==> src/or1k_ctrl_pkg.sv <==
// decode control package
`default_nettype none

package or1k_ctrl_pkg;

	//////////////////////////////
	// widths that carry a meaning
	//////////////////////////////
	typedef logic [31:0] insn_t;
	typedef logic [5:0]  opcode_t;
	typedef logic [4:0]  reg_addr_t;
	typedef logic [31:0] word_t;
	typedef logic [29:0] target_t;
	typedef logic [4:0]  alu_op_t;
	typedef logic [3:0]  alu_op2_t;
	typedef logic [3:0]  comp_op_t;
	typedef logic [3:0]  rfwb_op_t;
	typedef logic [2:0]  branch_op_t;
	typedef logic [3:0]  lsu_op_t;
	typedef logic [1:0]  sel_t;

	//////////////////////////////
	// major opcodes, bits 31:26
	//////////////////////////////
	localparam opcode_t opc_j     = 6'h00;
	localparam opcode_t opc_jal   = 6'h01;
	localparam opcode_t opc_bnf   = 6'h03;
	localparam opcode_t opc_bf    = 6'h04;
	localparam opcode_t opc_nop   = 6'h05;
	localparam opcode_t opc_movhi = 6'h06;
	localparam opcode_t opc_xsync = 6'h08;
	localparam opcode_t opc_rfe   = 6'h09;
	localparam opcode_t opc_jr    = 6'h11;
	localparam opcode_t opc_jalr  = 6'h12;
	// loads
	localparam opcode_t opc_lwz   = 6'h21;
	localparam opcode_t opc_lws   = 6'h22;
	localparam opcode_t opc_lbz   = 6'h23;
	localparam opcode_t opc_lbs   = 6'h24;
	localparam opcode_t opc_lhz   = 6'h25;
	localparam opcode_t opc_lhs   = 6'h26;
	// alu with immediate
	localparam opcode_t opc_addi  = 6'h27;
	localparam opcode_t opc_addic = 6'h28;
	localparam opcode_t opc_andi  = 6'h29;
	localparam opcode_t opc_ori   = 6'h2a;
	localparam opcode_t opc_xori  = 6'h2b;
	localparam opcode_t opc_sfxxi = 6'h2f;
	// stores
	localparam opcode_t opc_sw    = 6'h35;
	localparam opcode_t opc_sb    = 6'h36;
	localparam opcode_t opc_sh    = 6'h37;
	localparam opcode_t opc_alu   = 6'h38;
	localparam opcode_t opc_sfxx  = 6'h39;

	//////////////////////////////
	// alu codes
	//////////////////////////////
	localparam alu_op_t alu_add   = 5'd0;
	localparam alu_op_t alu_addc  = 5'd1;
	localparam alu_op_t alu_and   = 5'd3;
	localparam alu_op_t alu_or    = 5'd4;
	localparam alu_op_t alu_xor   = 5'd5;
	localparam alu_op_t alu_movhi = 5'd14;
	localparam alu_op_t alu_nop   = 5'd15;
	localparam alu_op_t alu_comp  = 5'd16;
	// sub-ops 6, 9..13 and 15 are not in this core
	localparam logic [15:0] alu_illegal_mask = 16'hbe40;

	// write-back: source in [3:1], enable in [0]
	localparam rfwb_op_t rfwb_nop  = 4'b000_0;
	localparam rfwb_op_t rfwb_alu  = 4'b000_1;
	localparam rfwb_op_t rfwb_lsu  = 4'b001_1;
	localparam rfwb_op_t rfwb_link = 4'b011_1;

	localparam branch_op_t br_none = 3'd0;
	localparam branch_op_t br_j    = 3'd1;
	localparam branch_op_t br_jr   = 3'd2;
	localparam branch_op_t br_bnf  = 3'd3;
	localparam branch_op_t br_bf   = 3'd4;
	localparam branch_op_t br_rfe  = 3'd6;

	localparam lsu_op_t lsu_nop = 4'b0000;
	localparam lsu_op_t lsu_lbz = 4'b0010;
	localparam lsu_op_t lsu_lbs = 4'b0011;
	localparam lsu_op_t lsu_lhz = 4'b0100;
	localparam lsu_op_t lsu_lhs = 4'b0101;
	localparam lsu_op_t lsu_lwz = 4'b0110;
	localparam lsu_op_t lsu_lws = 4'b0111;
	localparam lsu_op_t lsu_sb  = 4'b1010;
	localparam lsu_op_t lsu_sh  = 4'b1100;
	localparam lsu_op_t lsu_sw  = 4'b1110;

	localparam sel_t sel_src_rf  = 2'd0;
	localparam sel_t sel_src_imm = 2'd1;
	localparam sel_t sel_src_ex  = 2'd2;
	localparam sel_t sel_src_wb  = 2'd3;

	localparam reg_addr_t link_reg = 5'd9;
	// nop with bit 16 set, marks a void slot
	localparam insn_t nop_insn = 32'h1441_0000;

endpackage

`default_nettype wire

==> src/branch_decode.sv <==
// branch decode for id and ex
`timescale 1ns/100ps
`default_nettype none

module branch_decode
	import or1k_ctrl_pkg::*;
(
	input  wire        clk,
	input  wire        rst_n,
	input  insn_t      if_insn,
	input  wire        id_freeze,
	input  wire        flush,
	input  wire        ex_freeze,
	input  wire        ex_bubble,
	input  wire        id_void,
	input  wire        ex_branch_taken,
	output branch_op_t id_branch_op,
	output branch_op_t ex_branch_op,
	output logic       rfe,
	output logic       no_more_dslot
);

	always_ff @(posedge clk or negedge rst_n) begin
		if (!rst_n) begin
			id_branch_op <= br_none;
		end else if (flush) begin
			id_branch_op <= br_none;
		end else if (!id_freeze) begin
			case (if_insn[31:26])
				opc_j, opc_jal:   id_branch_op <= br_j;
				opc_jr, opc_jalr: id_branch_op <= br_jr;
				opc_bnf:          id_branch_op <= br_bnf;
				opc_bf:           id_branch_op <= br_bf;
				opc_rfe:          id_branch_op <= br_rfe;
				default:          id_branch_op <= br_none;
			endcase
		end
	end

	always_ff @(posedge clk or negedge rst_n) begin
		if (!rst_n)
			ex_branch_op <= br_none;
		else if (ex_bubble)
			ex_branch_op <= br_none;
		else if (!ex_freeze)
			ex_branch_op <= id_branch_op;
	end

	assign rfe = (id_branch_op == br_rfe) || (ex_branch_op == br_rfe);

	// a taken branch with a real delay slot insn closes the slot
	assign no_more_dslot = ((ex_branch_op != br_none) && !id_void && ex_branch_taken)
		|| (ex_branch_op == br_rfe);

endmodule

`default_nettype wire

==> src/ex_decode.sv <==
// ex stage instruction decode
`timescale 1ns/100ps
`default_nettype none

module ex_decode
	import or1k_ctrl_pkg::*;
(
	input  wire       clk,
	input  wire       rst_n,
	input  insn_t     id_insn,
	input  wire       ex_freeze,
	input  wire       ex_bubble,
	input  wire       du_hwbkpt,
	output alu_op_t   alu_op,
	output alu_op2_t  alu_op2,
	output comp_op_t  comp_op,
	output rfwb_op_t  rfwb_op,
	output reg_addr_t rf_addrw,
	output logic      except_illegal,
	output logic      sig_syscall,
	output logic      sig_trap
);

	opcode_t   id_opc;
	alu_op_t   alu_op_d;
	rfwb_op_t  rfwb_op_d;
	reg_addr_t rf_addrw_d;
	logic      illegal_d;
	logic      syscall_d;
	logic      trap_d;

	assign id_opc = id_insn[31:26];

	//////////////////////////////
	// next-state decode
	//////////////////////////////
	always_comb begin
		alu_op_d  = alu_nop;
		rfwb_op_d = rfwb_nop;
		illegal_d = 1'b0;
		case (id_opc)
			opc_j, opc_bnf, opc_bf, opc_rfe, opc_jr, opc_xsync, opc_nop,
			opc_sw, opc_sb, opc_sh:
				illegal_d = 1'b0;
			opc_jal, opc_jalr:
				rfwb_op_d = rfwb_link;
			opc_lwz, opc_lws, opc_lbz, opc_lbs, opc_lhz, opc_lhs:
				rfwb_op_d = rfwb_lsu;
			opc_movhi: begin
				alu_op_d  = alu_movhi;
				rfwb_op_d = rfwb_alu;
			end
			opc_addi: begin
				alu_op_d  = alu_add;
				rfwb_op_d = rfwb_alu;
			end
			opc_addic: begin
				alu_op_d  = alu_addc;
				rfwb_op_d = rfwb_alu;
			end
			opc_andi: begin
				alu_op_d  = alu_and;
				rfwb_op_d = rfwb_alu;
			end
			opc_ori: begin
				alu_op_d  = alu_or;
				rfwb_op_d = rfwb_alu;
			end
			opc_xori: begin
				alu_op_d  = alu_xor;
				rfwb_op_d = rfwb_alu;
			end
			opc_alu: begin
				alu_op_d  = {1'b0, id_insn[3:0]};
				rfwb_op_d = rfwb_alu;
				illegal_d = alu_illegal_mask[id_insn[3:0]];
			end
			opc_sfxx, opc_sfxxi:
				alu_op_d = alu_comp;
			// everything else is outside the reduced set
			default:
				illegal_d = 1'b1;
		endcase
	end

	assign rf_addrw_d = (id_opc == opc_jal || id_opc == opc_jalr) ? link_reg : id_insn[25:21];
	assign syscall_d  = (id_insn[31:23] == {opc_xsync, 3'b000});
	assign trap_d     = (id_insn[31:23] == {opc_xsync, 3'b010}) || du_hwbkpt;

	always_ff @(posedge clk or negedge rst_n) begin
		if (!rst_n) begin
			alu_op         <= alu_nop;
			alu_op2        <= '0;
			comp_op        <= '0;
			rfwb_op        <= rfwb_nop;
			rf_addrw       <= '0;
			except_illegal <= 1'b0;
			sig_syscall    <= 1'b0;
			sig_trap       <= 1'b0;
		end else if (ex_bubble) begin
			alu_op         <= alu_nop;
			alu_op2        <= '0;
			comp_op        <= '0;
			rfwb_op        <= rfwb_nop;
			rf_addrw       <= '0;
			except_illegal <= 1'b0;
			sig_syscall    <= 1'b0;
			sig_trap       <= 1'b0;
		end else if (!ex_freeze) begin
			alu_op         <= alu_op_d;
			alu_op2        <= id_insn[9:6];
			comp_op        <= id_insn[24:21];
			rfwb_op        <= rfwb_op_d;
			rf_addrw       <= rf_addrw_d;
			except_illegal <= illegal_d;
			sig_syscall    <= syscall_d;
			sig_trap       <= trap_d;
		end
	end

	// a jump-and-link always writes the link register
	a_link_addrw: assert property (@(posedge clk) disable iff (!rst_n)
		(rfwb_op == rfwb_link) |-> (rf_addrw == link_reg))
	else $error("link write-back without the link register");

endmodule

`default_nettype wire

==> src/imm_extend.sv <==
// immediate extension and branch target
`timescale 1ns/100ps
`default_nettype none

module imm_extend
	import or1k_ctrl_pkg::*;
(
	input  wire     clk,
	input  wire     rst_n,
	input  insn_t   id_insn,
	input  word_t   id_pc,
	input  wire     ex_freeze,
	output word_t   id_simm,
	output word_t   ex_simm,
	output target_t id_branch_addrtarget,
	output target_t ex_branch_addrtarget
);

	//////////////////////////////
	// id stage, combinational
	//////////////////////////////
	always_comb begin
		case (id_insn[31:26])
			opc_addi,
			opc_addic,
			opc_lwz,
			opc_lws,
			opc_lbz,
			opc_lbs,
			opc_lhz,
			opc_lhs,
			opc_xori,
			opc_sfxxi:
				id_simm = {{16{id_insn[15]}}, id_insn[15:0]};
			// store offset is split around the rB field
			opc_sw,
			opc_sb,
			opc_sh:
				id_simm = {{16{id_insn[25]}}, id_insn[25:21], id_insn[10:0]};
			default:
				id_simm = {16'h0000, id_insn[15:0]};
		endcase
	end

	// word offset, sign extended to 30 bits
	assign id_branch_addrtarget = {{4{id_insn[25]}}, id_insn[25:0]} + id_pc[31:2];

	//////////////////////////////
	// ex stage copies
	//////////////////////////////
	always_ff @(posedge clk or negedge rst_n) begin
		if (!rst_n) begin
			ex_simm              <= '0;
			ex_branch_addrtarget <= '0;
		end else if (!ex_freeze) begin
			ex_simm              <= id_simm;
			ex_branch_addrtarget <= id_branch_addrtarget;
		end
	end

endmodule

`default_nettype wire

==> src/insn_ctrl.sv <==
// instruction decode control, top level
`timescale 1ns/100ps
`default_nettype none

module insn_ctrl
	import or1k_ctrl_pkg::*;
(
	input  wire        clk,
	input  wire        rst_n,
	input  insn_t      if_insn,
	input  word_t      id_pc,
	input  wire        id_freeze,
	input  wire        ex_freeze,
	input  wire        wb_freeze,
	input  wire        flush,
	input  wire        ex_branch_taken,
	input  wire        wbforw_valid,
	input  wire        du_hwbkpt,
	output insn_t      id_insn,
	output insn_t      ex_insn,
	output insn_t      wb_insn,
	output logic       id_void,
	output logic       ex_void,
	output logic       ex_bubble,
	output alu_op_t    alu_op,
	output alu_op2_t   alu_op2,
	output comp_op_t   comp_op,
	output rfwb_op_t   rfwb_op,
	output reg_addr_t  rf_addrw,
	output logic       except_illegal,
	output logic       sig_syscall,
	output logic       sig_trap,
	output word_t      id_simm,
	output word_t      ex_simm,
	output target_t    id_branch_addrtarget,
	output target_t    ex_branch_addrtarget,
	output branch_op_t id_branch_op,
	output branch_op_t ex_branch_op,
	output logic       rfe,
	output logic       no_more_dslot,
	output sel_t       sel_a,
	output sel_t       sel_b,
	output lsu_op_t    id_lsu_op
);

	// bubble is formed once, in the latches
	insn_pipe u_insn_pipe (.clk, .rst_n, .if_insn, .id_freeze, .ex_freeze, .wb_freeze,
		.flush, .id_insn, .ex_insn, .wb_insn, .id_void, .ex_void, .ex_bubble);

	ex_decode u_ex_decode (.clk, .rst_n, .id_insn, .ex_freeze, .ex_bubble, .du_hwbkpt,
		.alu_op, .alu_op2, .comp_op, .rfwb_op, .rf_addrw, .except_illegal,
		.sig_syscall, .sig_trap);

	imm_extend u_imm_extend (.clk, .rst_n, .id_insn, .id_pc, .ex_freeze, .id_simm,
		.ex_simm, .id_branch_addrtarget, .ex_branch_addrtarget);

	branch_decode u_branch_decode (.clk, .rst_n, .if_insn, .id_freeze, .flush,
		.ex_freeze, .ex_bubble, .id_void, .ex_branch_taken, .id_branch_op,
		.ex_branch_op, .rfe, .no_more_dslot);

	// ex write address feeds the forward compare
	operand_select u_operand_select (.clk, .rst_n, .if_insn, .id_insn, .id_freeze,
		.wb_freeze, .rf_addrw, .rfwb_op, .wbforw_valid, .sel_a, .sel_b, .id_lsu_op);

endmodule

`default_nettype wire

==> src/insn_pipe.sv <==
// instruction latches
`timescale 1ns/100ps
`default_nettype none

module insn_pipe
	import or1k_ctrl_pkg::*;
(
	input  wire   clk,
	input  wire   rst_n,
	input  insn_t if_insn,
	input  wire   id_freeze,
	input  wire   ex_freeze,
	input  wire   wb_freeze,
	input  wire   flush,
	output insn_t id_insn,
	output insn_t ex_insn,
	output insn_t wb_insn,
	output logic  id_void,
	output logic  ex_void,
	output logic  ex_bubble
);

	// EX moves on while ID holds or is flushed
	assign ex_bubble = !ex_freeze && (id_freeze || flush);

	always_ff @(posedge clk or negedge rst_n) begin
		if (!rst_n) begin
			id_insn <= nop_insn;
			ex_insn <= nop_insn;
			wb_insn <= nop_insn;
		end else begin
			if (flush)
				id_insn <= nop_insn;
			else if (!id_freeze)
				id_insn <= if_insn;

			if (ex_bubble)
				ex_insn <= nop_insn;
			else if (!ex_freeze)
				ex_insn <= id_insn;

			// wb only ever stalls
			if (!wb_freeze)
				wb_insn <= ex_insn;
		end
	end

	assign id_void = (id_insn[31:26] == opc_nop) && id_insn[16];
	assign ex_void = (ex_insn[31:26] == opc_nop) && ex_insn[16];

	// the bubble word must read as a void slot for the branch logic
	a_ex_bubble_void: assert property (@(posedge clk) disable iff (!rst_n)
		ex_bubble |=> ex_void)
	else $error("bubble in ex is not a void slot");

endmodule

`default_nettype wire

==> src/operand_select.sv <==
// operand source selection
`timescale 1ns/100ps
`default_nettype none

module operand_select
	import or1k_ctrl_pkg::*;
(
	input  wire       clk,
	input  wire       rst_n,
	input  insn_t     if_insn,
	input  insn_t     id_insn,
	input  wire       id_freeze,
	input  wire       wb_freeze,
	input  reg_addr_t rf_addrw,
	input  rfwb_op_t  rfwb_op,
	input  wire       wbforw_valid,
	output sel_t      sel_a,
	output sel_t      sel_b,
	output lsu_op_t   id_lsu_op
);

	logic      sel_imm;
	reg_addr_t wb_rf_addrw;

	always_ff @(posedge clk or negedge rst_n) begin
		if (!rst_n) begin
			sel_imm <= 1'b0;
		end else if (!id_freeze) begin
			case (if_insn[31:26])
				opc_jalr, opc_jr, opc_rfe, opc_xsync, opc_sw, opc_sb, opc_sh,
				opc_alu, opc_sfxx, opc_nop:
					sel_imm <= 1'b0;
				default:
					sel_imm <= 1'b1;
			endcase
		end
	end

	// wb copy of the write address, for the second forward path
	always_ff @(posedge clk or negedge rst_n) begin
		if (!rst_n)
			wb_rf_addrw <= '0;
		else if (!wb_freeze)
			wb_rf_addrw <= rf_addrw;
	end

	//////////////////////////////
	// forwarding priority
	//////////////////////////////
	always_comb begin
		if ((id_insn[20:16] == rf_addrw) && rfwb_op[0])
			sel_a = sel_src_ex;
		else if ((id_insn[20:16] == wb_rf_addrw) && wbforw_valid)
			sel_a = sel_src_wb;
		else
			sel_a = sel_src_rf;

		if (sel_imm)
			sel_b = sel_src_imm;
		else if ((id_insn[15:11] == rf_addrw) && rfwb_op[0])
			sel_b = sel_src_ex;
		else if ((id_insn[15:11] == wb_rf_addrw) && wbforw_valid)
			sel_b = sel_src_wb;
		else
			sel_b = sel_src_rf;
	end

	always_comb begin
		case (id_insn[31:26])
			opc_lwz: id_lsu_op = lsu_lwz;
			opc_lws: id_lsu_op = lsu_lws;
			opc_lbz: id_lsu_op = lsu_lbz;
			opc_lbs: id_lsu_op = lsu_lbs;
			opc_lhz: id_lsu_op = lsu_lhz;
			opc_lhs: id_lsu_op = lsu_lhs;
			opc_sw:  id_lsu_op = lsu_sw;
			opc_sb:  id_lsu_op = lsu_sb;
			opc_sh:  id_lsu_op = lsu_sh;
			default: id_lsu_op = lsu_nop;
		endcase
	end

	a_addi_sel_imm: assert property (@(posedge clk) disable iff (!rst_n)
		(!id_freeze && if_insn[31:26] == opc_addi) |=> (sel_b == sel_src_imm))
	else $error("sel_b is not the immediate after addi");

endmodule

`default_nettype wire

==> config.mk <==
export PLATFORM = sky130hd
export DESIGN_NAME = insn_ctrl
export DESIGN_NICKNAME = d
export VERILOG_FILES = /design/src/or1k_ctrl_pkg.sv /design/src/branch_decode.sv /design/src/ex_decode.sv /design/src/imm_extend.sv /design/src/insn_ctrl.sv /design/src/insn_pipe.sv /design/src/operand_select.sv
export SDC_FILE = /design/constraint.sdc
export NUM_CORES = 1
export LEC_CHECK = 0
export BUFFER_PORTS_ARGS = -buffer_cell sky130_fd_sc_hd__buf_2
export CAP_MARGIN = 15
export CORE_ASPECT_RATIO = 0.6
export CORE_MARGIN = 4
export CORE_UTILIZATION = 25
export CTS_CLUSTER_SIZE = 16
export DETAILED_ROUTE_END_ITERATION = 16
export PLACE_DENSITY_LB_ADDON = 0.12
export SLEW_MARGIN = 5
export SYNTH_ARGS = -nofsm -noshare
export SYNTH_HDL_FRONTEND = slang
export SYNTH_SLANG_ARGS = --single-unit
export TNS_END_PERCENT = 1
==> constraint.sdc <==
create_clock -name clk -period 6.6 [get_ports clk]
set_input_delay 1.32 -clock clk [delete_from_list [all_inputs] [get_ports clk]]
set_output_delay 1.32 -clock clk [all_outputs]
set_load 0.01 [all_outputs]
After elaboration in Yosys (flattened, before gate mapping)

Memory sizes are Yosys's and may differ from the RTL's.
Index checks and enable logic that the tools add are counted.

Bitwise gates (word level): 0
Div/mod/pow operators: 0
$lt $le $gt $ge: 1
$mul: 0
$add $sub $neg: 1
Reductions and logical operators: 29
Eq/ne operators: 50
Shifts and indexed selects: 0
Mux-type cells: 38

Operator list:

| cell                 | count |
|---|---|
| $eq A6 B6 Y1 const B | 22 |
| $mux W32             | 4 |
| $pmux W32 S2         | 1 |
| $pmux W5 S8          | 1 |
| $eq A6 B3 Y1 const B | 6 |
| $pmux W4 S9          | 1 |
| $add A30 B30 Y30     | 1 |
| $reduce_or A26 Y1    | 1 |
| $mux W5              | 5 |
| $eq A6 B4 Y1 const B | 4 |
| $eq A6 B5 Y1 const B | 4 |
| $mux W4              | 6 |
| $eq A5 B5 Y1         | 4 |
| $reduce_or A10 Y1    | 2 |
| $eq A9 B7 Y1 const B | 2 |
| $pmux W3 S5          | 1 |
| $eq A6 B1 Y1 const B | 2 |
| $eq A6 B2 Y1 const B | 2 |
| $logic_not A6 Y1     | 2 |
| $mux W3              | 4 |
| $mux W2              | 5 |
| $logic_and A1 B1 Y1  | 9 |
| $pmux W3 S3          | 1 |
| $mux W1              | 8 |
| other kinds (11)     | 21 |

Bits in writable memories: 0
Bits of input ports: 73
Memories: 1
Output and inout bits: 264
Register bits: 195
Memory bits (read-only): 16
Bits in latches: 0

Memory list:

| name            | words | width | read ports | clocked after memory_dff | wr ports | line            | source |
|---|---|---|---|---|---|---|---|
| (no name shown) | 16    | 1     | 1          | 0                        | 0        | ex_decode.sv:76 | `illegal_d = alu_illegal_mask[id_insn[3:0]];` |

Depth between registers and ports, before layout

Gate-level depths: netlist of the first run.

Depth in word-level cells: 6
Mapped depth: 8
Gate-level depth less buffers: 8

Modules after synthesis

From an unflattened synthesis of the first run, not the netlist that was laid out.

Cell total of the unflattened synthesis: 968
Area total of the unflattened synthesis: 10,141.0 um^2

By module, submodules not included:

| module         | area each (um^2) | instances | cells an instance |
|---|---|---|---|
| imm_extend     | 3,961.3          | 1         | 433 |
| insn_pipe      | 3,689.8          | 1         | 259 |
| ex_decode      | 1,500.2          | 1         | 166 |
| operand_select | 611.8            | 1         | 72 |
| branch_decode  | 377.9            | 1         | 38 |

Worst setup path before layout of the first run

Ideal clock, no wire load.

Path type: input-to-output
Start point: input port id_pc[2]
End point: output port id_branch_addrtarget[28]
Data arrival time: 3.149 ns
Slack: 2.131 ns
Cell stages on the path: 8
Path buffers: 0
Cells stage by stage: ha_1 fa_1 a21oi_1 o21ai_1 a21oi_2 o2111ai_2 a311oi_1 xnor2_1

Word-level cells in the longest chain between the ends: 1

RTL lines:

| item             | line             | source |
|---|---|---|
| start, declared  | insn_ctrl.sv:11  | `input word_t id_pc,` |
| $add A30 B30 Y30 | imm_extend.sv:46 | `assign id_branch_addrtarget = {{4{id_insn[25]}}, id_insn[25:0]} + id_pc[31:2];` |
| end, declared    | insn_ctrl.sv:35  | `output target_t id_branch_addrtarget,` |

Every way passes these cells.

Final worst setup path of the first run

Ends and elaborated chain as after synthesis.

==> results of run 1 <==
-- per-layer routing --
metal  wire length (µm)  part of all wire
met1              19800              0.51
met4                322            0.0083
met3               2590             0.067
met5                 21           0.00054
met2              16100              0.41
-- worst register-to-register path, cell delays in order (launching register included) --
cell       delay (ns)
dfrtp_1          0.49
ha_1             0.29
fa_1             0.42
a21oi_1          0.30
o21ai_1          0.20
a21oi_2          0.30
o2111ai_2        0.31
a2111oi_0        0.45
nor3_1           0.09
-- logic make-up after synthesis --
| kind of cell | share of synthesized area |
|---|---|
| buffers and inverters | 0.0744 |
| XOR/XNOR | 0.0395 |
| flip-flops | 0.433 |
| adder cells (fa/ha/maj) | 0.0383 |
| AO/OA/AOI/OAI | 0.168 |
| other | 0.000375 |
| multiplexers | 0.106 |
| AND/OR/NAND/NOR | 0.140 |
-- metrics by stage --
step | instance area, µm² | instances | power (µW) | worst slack [ns]
final | 12400 | 1790 | 2960 | 1.37
after global routing | 12400 | 1790 | 3120 | 1.29
after CTS | 12300 | 1789 | 3010 | 1.39
after detailed placement | 11700 | 1757 | 1920 | 1.41
after global placement | 11700 | 1757 | 1910 | 1.38
after floorplan | 9990 | 1000 | 1620 | 2.13
-- how the worst max path moves through the flow --
stage               slack, ns     start                       end
floorplan                2.13  id_pc[2]  id_branch_addrtarget[28]
global placement         1.38  id_pc[2]  id_branch_addrtarget[28]
detailed placement       1.41  id_pc[2]  id_branch_addrtarget[28]
CTS                      1.39  id_pc[2]  id_branch_addrtarget[28]
global route             1.29  id_pc[2]  id_branch_addrtarget[28]
finish                   1.37  id_pc[2]  id_branch_addrtarget[28]
-- placed cells by master, fill, tap and decap left out, types with 29 or more instances in the layout --
master	count
o21ai_0	50
mux2_2	66
nor2_1	82
dfrtp_1	156
buf_2	331
ha_1	29
a21oi_1	44
a22o_1	32
nand2_1	93
mux2i_1	32
-- layout make-up --
cell class / instances / area (µm²) / area share
flip-flops and latches: 172 / 4320 / 0.350
clock buffers: 18 / 439 / 0.0356
multi-input cells: 698 / 4930 / 0.399
repair buffers: 342 / 1750 / 0.141
diodes: 1 / 2.50 / 0.000203
well taps: 522 / 653 / 0.0529
inverters: 23 / 86.3 / 0.00699
clock inverters: 14 / 173 / 0.0140
-- sequential cells by signal (all words and copies together) (netlist names), 3 cells and up --
signal	cells
u_imm_extend.ex_simm	17
u_operand_select.wb_rf_addrw	5
u_ex_decode.rfwb_op	3
u_insn_pipe.ex_insn	32
u_imm_extend.ex_branch_addrtarget	30
u_branch_decode.id_branch_op	3
u_insn_pipe.wb_insn	32
u_ex_decode.rf_addrw	5
u_insn_pipe.id_insn	32
u_ex_decode.alu_op	5
u_branch_decode.ex_branch_op	3
-- power by group --
| part | total, µW | leakage (µW) | internal [µW] | switching, µW |
|---|---|---|---|---|
| Clock | 1080 | 0.000296 | 554 | 522 |
| Combinational | 668 | 0.00377 | 265 | 402 |
| Sequential | 1220 | 0.00223 | 1130 | 85.2 |
==> results.toml, run 1 <==
[run_status]
status = "finished, final reports clean"

[setup_path]
rrSetupSlack_ns = 3.63
crit_family = "compound AO/OA/AOI/OAI gates"
worstPathCellList = "buf_2 -> ha_1 -> fa_1 -> a21oi_1 -> o21ai_1 -> a21oi_2 -> o2111ai_2 -> a311oi_1 -> xnor2_1 -> buf_2"
regToRegEndpoint = "u_imm_extend.ex_branch_addrtarget[24]"
crit_buf_inv = 2
cp_slowest_cell = "fa_1"
rr_startpoint = "u_insn_pipe.id_insn[0]"
worstSetupStartpointType = "primary input"
worstRegToRegCells = 8
worst_setup_path_end_kind = "output port"
crit_fanout = 8
path_class = "primary input to output port"
critPathMaxStageDelay_ns = 0.42
cp_num_cells = 10
arrival_ns = 3.91
cpMostUsedCell = "buf_2"
crit_required_ns = 5.28

[global_route]
grt_pass1_vias = 8337
grt_use_total = 0.175
use_met1 = 0.272
grt_pass1_wl_um = 57100
top_usage_layer = "met1"
gr-usage-met2 = 0.249
antenna_found_initial = 3
grt_util_met3 = 0.0408
grt_remaining_overflow = 0
grt_max_degree = 103

[sta]
period_needed_ns = 5.23
whs_ns = 0.464
tightest_slew_ns = 1.07
fmax_mhz = 191
clock_skew_ns = 0.0160
slew_headroom = 0.290
hold_violations = 0
setup_viol = 0
fin_crit_sh = 0.793
slew_violations = 0
timing.setup.tns_ns = 0
rsz0062_at_grt = "no"

[synthesis]
synthCells = 1000
avgSynthCellArea_um2 = 9.99
synth_seq_cells = 172
syn-cell-area_mm2 = 0.00999
synth.distinct_cells = 84
ys_seq_area_frac = 0.433
syn_nets = 1103
synth_area_leader_cell = "dfrtp_1"
synth_edf_count = 0
synthTopCellsByCount = "dfrtp_1 (156), nand2_1 (93), nor2_1 (82)"
synthArstFlopShare = 1.00
synth_top_area_share = 0.391
synth.area.top_cells = "dfrtp_1 (39%), mux2_2 (7.4%), dfstp_2 (4.2%)"
synth_most_common_cell = "dfrtp_1"
ys.flop_type = "dfrtp_1"
synth_warnings = 0

[die]
num_io_pins = 337
die_w_um = 266
die_area_mm2 = 0.0433
placementRows = 56
core_area_mm2 = 0.0392
start_util = 0.255
die_height_um = 163

[clock_network]
clock_latency_ns = 0.45
ctsHoldBuffers = 0
cts_tree = "yes"
post_cts_resized = 0
clk_pin_slew_ns = 0.07
root_buffer = "clkbuf_16"
cts.htree.levels = 4
clock_sinks = 172
clk_path_buf_depth = 2
cts_made_buffers = 17
postCtsSetupBuffers = 0

[route]
drtIter0Drc = 609
drc = 0
num_vias = 8731
wl_um = 38800
first_pass_iters = 5
wl_per_cell_um = 21.7
viasPerCell = 4.88
antenna_left = 0

[layout]
drive_above_1_share = 0.387
utilization = 0.315
fin_nets = 1357
filler_cell_count = 4167
syn2layout_area_growth_pct = 23.6

[placed_design]
hpwl_um = 28600
globalplace.congestion = 0.863
port_buffers = 333

[flow_run]
maxCapViolations = 0

[pwr]
worst_ir_drop_vdd_mv = 0.160
powerDensity_mw_per_mm2 = 240
p_leak_uw = 0.00630

[worst_hold_path]
min_from = "u_ex_decode.alu_op[0]"
worst_hold_path_type = "flop to flop"
min_delay_path_depth = 2
min_to = "u_ex_decode.alu_op[0]"
(Power assumes the default switching activity.)
==> run 2, diff against run 1 <==
ABC_AREA = 1   (was default)
clock period = 4.5 ns   (was 6.6 ns; I/O delays follow)
==> run 2 against run 1 <==
Clock power grew 40%. Sequential share of layout area grew 0.30 points. Critical path depth grew 1. Register-to-register slack lost 1.6 ns. Final area shrank 0.84%. Non-clock buffer count grew 4. Die area shrank 2.4%. Utilization grew 0.71 points. Sequential power grew 43%. Via count grew 8.6%. Worst setup slack lost 0.78 ns. Total power grew 40%. Largest power group unchanged.
==> results.toml, run 2 <==
[die]
start_util = 0.256
core_area_mm2 = 0.0381
die_area_mm2 = 0.0423
num_io_pins = 337
placementRows = 55
die_height_um = 161
die_w_um = 263

[clock_network]
post_cts_resized = 0
root_buffer = "clkbuf_16"
clock_latency_ns = 0.45
clock_sinks = 172
ctsHoldBuffers = 0
cts.htree.levels = 4
cts_tree = "yes"
postCtsSetupBuffers = 0
clk_pin_slew_ns = 0.08
cts_made_buffers = 17
clk_path_buf_depth = 2

[setup_path]
arrival_ns = 3.01
crit_required_ns = 3.60
cp_slowest_cell = "fa_1"
path_class = "primary input to output port"
worstSetupStartpointType = "primary input"
cpMostUsedCell = "nand3_1"
worstPathCellList = "buf_2 -> ha_1 -> fa_1 -> nand3_1 -> nand3_1 -> nand3_1 -> nand3b_1 -> nand2_1 -> nand3_1 -> and2_1 -> buf_2"
crit_fanout = 4
worst_setup_path_end_kind = "output port"
critPathMaxStageDelay_ns = 0.45

[synthesis]
synthCells = 1311
synth.area.top_cells = "dfrtp_1 (40%), nand2_1 (17%), inv_1 (6.9%)"
ys.flop_type = "dfrtp_1"
syn-cell-area_mm2 = 0.00974
synth.distinct_cells = 41
avgSynthCellArea_um2 = 7.43
synth_edf_count = 0
synth_warnings = 0
syn_nets = 1414
synth_top_area_share = 0.401
synthArstFlopShare = 1.00
synthTopCellsByCount = "nand2_1 (446), inv_1 (180), dfrtp_1 (156)"
ys_seq_area_frac = 0.444
synth_most_common_cell = "nand2_1"
synth_area_leader_cell = "dfrtp_1"
synth_seq_cells = 172

[global_route]
grt_remaining_overflow = 0
grt_pass1_vias = 9090
antenna_found_initial = 4
grt_max_degree = 94
grt_use_total = 0.185
grt_pass1_wl_um = 59400

[placed_design]
port_buffers = 333
globalplace.congestion = 0.912
hpwl_um = 31500
dpl-instance-area_mm2 = 0.0117

[sta]
slew_headroom = 0.448
setup_viol = 0
timing.setup.tns_ns = 0
tightest_slew_ns = 0.828
rsz0062_at_grt = "no"
whs_ns = 0.479
slew_violations = 0
hold_violations = 0
period_needed_ns = 3.91
fin_crit_sh = 0.869
clock_skew_ns = 0.0116
fmax_mhz = 256

[route]
drtIter0Drc = 677
wl_per_cell_um = 18.9
drc = 0
num_vias = 9485
antenna_left = 0
viasPerCell = 4.47
wl_um = 40000
first_pass_iters = 6

[worst_hold_path]
worst_hold_path_type = "primary input to asynchronous set/reset pin"

[pwr]
powerDensity_mw_per_mm2 = 340
p_leak_uw = 0.00697
worst_ir_drop_vdd_mv = 0.239

[layout]
most-common-layout-cells = "nand2_1 (446), buf_2 (332), inv_1 (180), dfrtp_1 (156), nor2_1 (84)"
multi_input_area_mm2 = 0.00420
fin_nets = 1696
syn2layout_area_growth_pct = 25.8
filler_cell_count = 4186
regArea_mm2 = 0.00432
utilization = 0.322
design_area_mm2 = 0.0122
final_common_cell = "nand2_1"
top_regs = "u_insn_pipe.ex_insn: 32 flops, u_insn_pipe.id_insn: 32 flops, u_insn_pipe.wb_insn: 32 flops"
drive_above_1_share = 0.257

[run_status]
status = "finished, final reports clean"

[flow_run]
maxCapViolations = 0
## run 2: report_power, final
group / internal (µW) / leakage, µW / switching [µW] / total, µW
Clock: 780 / 0.000274 / 731 / 1510
Sequential: 1650 / 0.00224 / 94.0 / 1750
Combinational: 314 / 0.00445 / 588 / 902
Total: 2750 / 0.00697 / 1410 / 4160
## run 2: stage by stage
stage | total power [µW] | instances | setup WS, ns
after floorplan | 2260 | 1311 | 1.26
after global placement | 2690 | 2087 | 0.601
after detailed placement | 2690 | 2087 | 0.604
after CTS | 4230 | 2119 | 0.597
after global routing | 4400 | 2120 | 0.418
final | 4160 | 2120 | 0.591
## run 2: cells by family (layout without fill, tap and decap cells)
| group | count (synthesis) | in the layout | synth area share |
|---|---|---|---|
| adder cells (fa/ha/maj) | 30 | 30 | 0.0393 |
| AO/OA/AOI/OAI | 179 | 179 | 0.107 |
| other | 1 | 2 | 0.000385 |
| multiplexers | 3 | 3 | 0.00347 |
| AND/OR/NAND/NOR | 632 | 632 | 0.261 |
| XOR/XNOR | 22 | 22 | 0.0198 |
| buffers and inverters | 272 | 567 | 0.124 |
| flip-flops | 172 | 172 | 0.444 |
## run 2: final cells by class
class | instances | area share
sequential | 172 | 0.353
inverter | 189 | 0.0580
clock buffer | 19 | 0.0353
timing repair buffer | 346 | 0.147
clock inverter | 13 | 0.0108
tap | 513 | 0.0524
multi-input combinational | 867 | 0.343
antenna | 1 | 0.000204
## run 2: layer usage
metal  global-route usage  routed length (µm)  vias to the layer above
li1                     -                   -                     4664
met1                0.274               19700                     4480
met2                0.272               16800                      307
met3               0.0441                2960                       32
met4               0.0424                 549                        2
met5                    0                   8                        -
## run 2: critical path, delay by kind of cell
family                     cells  cell delay [ns]
buffers and inverters          2             0.24
and+or+nand+nor                7             1.19
adders and majority gates      2             0.68
## run 2: worst paths after layout
kind	startpoint	endpoint	slack (ns)	cells after the start
min	rst_n	u_imm_extend.ex_branch_addrtarget[3]	0.48	1
max reg2reg	u_insn_pipe.id_insn[9]	u_imm_extend.ex_branch_addrtarget[27]	2.00	9
min reg2reg	u_imm_extend.ex_branch_addrtarget[26]	u_imm_extend.ex_branch_addrtarget[26]	0.48	2
min in group clk	u_imm_extend.ex_branch_addrtarget[26]	u_imm_extend.ex_branch_addrtarget[26]	0.48	2
max	id_pc[2]	id_branch_addrtarget[28]	0.59	11
max in group asynchronous	rst_n	u_insn_pipe.id_insn[5]	3.08	2
==> run 3, diff against run 2 <==
RECOVER_POWER = 100   (was default)
==> run 3 against run 2 <==
The flow now finishes with violations (capacitance limit, slew limit). Clock skew up 0.00091 ns. Cell count unchanged. Sequential power about the same. Die area unchanged. Wire length up 0.42%. Critical path depth down 1. Largest power group unchanged. Flip-flop and latch count unchanged. Via count up 0.41%. Non-clock buffer count unchanged.
==> results.toml, run 3 (synthesized netlist as in run 2, its figures left out) <==
[run_status]
status = "finished with violations"
violations = "capacitance limit, slew limit"

[pwr]
worst_ir_drop_vdd_mv = 0.238
finalPower_uw = 4110
powerDensity_mw_per_mm2 = 346
p_leak_uw = 0.00599

[flow_run]
maxCapViolations = 3

[setup_path]
worstSetupStartpointType = "flop"
crit_required_ns = 3.60
crit_fanout = 17
path_class = "flop to output port"
worst_setup_path_end_kind = "output port"
arrival_ns = 3.11
worstRegToRegCells = 11

[layout]
utilization = 0.312
design_area_mm2 = 0.0119
fin_nets = 1696
top_regs = "u_insn_pipe.ex_insn: 32 flops, u_insn_pipe.id_insn: 32 flops, u_insn_pipe.wb_insn: 32 flops"
syn2layout_area_growth_pct = 22.0
drive_above_1_share = 0.0890
final_common_cell = "nand2_1"
most-common-layout-cells = "nand2_1 (447), clkbuf_1 (256), inv_1 (182), dfrtp_1 (156), buf_2 (87)"

[worst_hold_path]
min_delay_path_depth = 2
worst_hold_path_type = "flop to flop"

[sta]
slew_violations = 162
period_needed_ns = 4.01
clock_skew_ns = 0.0125
hold_violations = 0
rsz0062_at_grt = "no"
timing.setup.tns_ns = 0
fmax_mhz = 249
setup_viol = 0
slew_headroom = -0.643
tightest_slew_ns = 2.46
fin_crit_sh = 0.891
whs_ns = 0.482

[placed_design]
globalplace.congestion = 0.912
port_buffers = 333
hpwl_um = 31500
dpl-instance-area_mm2 = 0.0117

[global_route]
grt_remaining_overflow = 0
antenna_found_initial = 4
grt_pass1_vias = 9090
grt_max_degree = 94
grt_pass1_wl_um = 59400
grt_use_total = 0.185

[clock_network]
post_cts_resized = 0
clock_latency_ns = 0.45
postCtsSetupBuffers = 0
clk_path_buf_depth = 2
cts.htree.levels = 4
cts_tree = "yes"
root_buffer = "clkbuf_16"
clk_pin_slew_ns = 0.08
cts_made_buffers = 17
ctsHoldBuffers = 0
clock_sinks = 172

[route]
viasPerCell = 4.49
wl_um = 40200
antenna_left = 0
first_pass_iters = 5
drc = 0
wl_per_cell_um = 19.0
num_vias = 9524
drtIter0Drc = 720

[die]
num_io_pins = 337
die_area_mm2 = 0.0423
placementRows = 55
die_height_um = 161
start_util = 0.256
core_area_mm2 = 0.0381
die_w_um = 263
-- run 3: layout make-up --
| cell class | instances | area, µm² |
|---|---|---|
| Fill cell | 4312 | 26200 |
| Sequential cell | 172 | 4320 |
| Multi-Input combinational cell | 867 | 4190 |
| Timing Repair Buffer | 346 | 1430 |
| Inverter | 189 | 711 |
| Tap cell | 513 | 642 |
| Clock buffer | 19 | 433 |
| Clock inverter | 13 | 133 |
| Antenna cell | 1 | 2.50 |
-- run 3: path summary, 6_finish.rpt --
| kind | startpoint | to | slack [ns] |
|---|---|---|---|
| min | u_imm_extend.ex_simm[2] | u_imm_extend.ex_simm[2] | 0.48 |
| min in group asynchronous | rst_n | u_imm_extend.ex_branch_addrtarget[3] | 1.13 |
| min reg2reg | u_imm_extend.ex_simm[2] | u_imm_extend.ex_simm[2] | 0.48 |
| max reg2reg | u_insn_pipe.id_insn[26] | u_imm_extend.ex_simm[30] | 1.75 |
| max in group asynchronous | rst_n | u_insn_pipe.ex_insn[6] | 1.05 |
| max | u_insn_pipe.id_insn[26] | id_simm[28] | 0.49 |
-- run 3: routing by layer --
layer  track usage  part of all wire
met3        0.0441             0.063
met4        0.0424             0.011
met1         0.274              0.50
met2         0.272              0.42
met5             0           0.00020
-- run 3: stage by stage --
step / setup slack [ns] / std cells
after CTS: 0.597 / 2119
after floorplan: 1.26 / 1311
after detailed placement: 0.604 / 2087
after global placement: 0.601 / 2087
after global routing: 0.225 / 2120
final: 0.491 / 2120
-- run 3: worst max-delay path, stage by stage, from the launching register on --
cell and delay (ns):
dfstp_1 0.70, inv_1 0.15, nand2_1 0.15, nor2_1 0.07, nand2_1 0.08, o21ai_1 0.07, nor2_1 0.14, nand2_1 0.12
o21ai_0 0.47, nand2_1 0.43, buf_2 0.27
-- run 3: report_power, final --
group          internal (µW)  total (µW)  switching, µW
combinational            265         856            591
clock                    780        1510            728
sequential              1650        1750           97.0
total                   2700        4110           1420
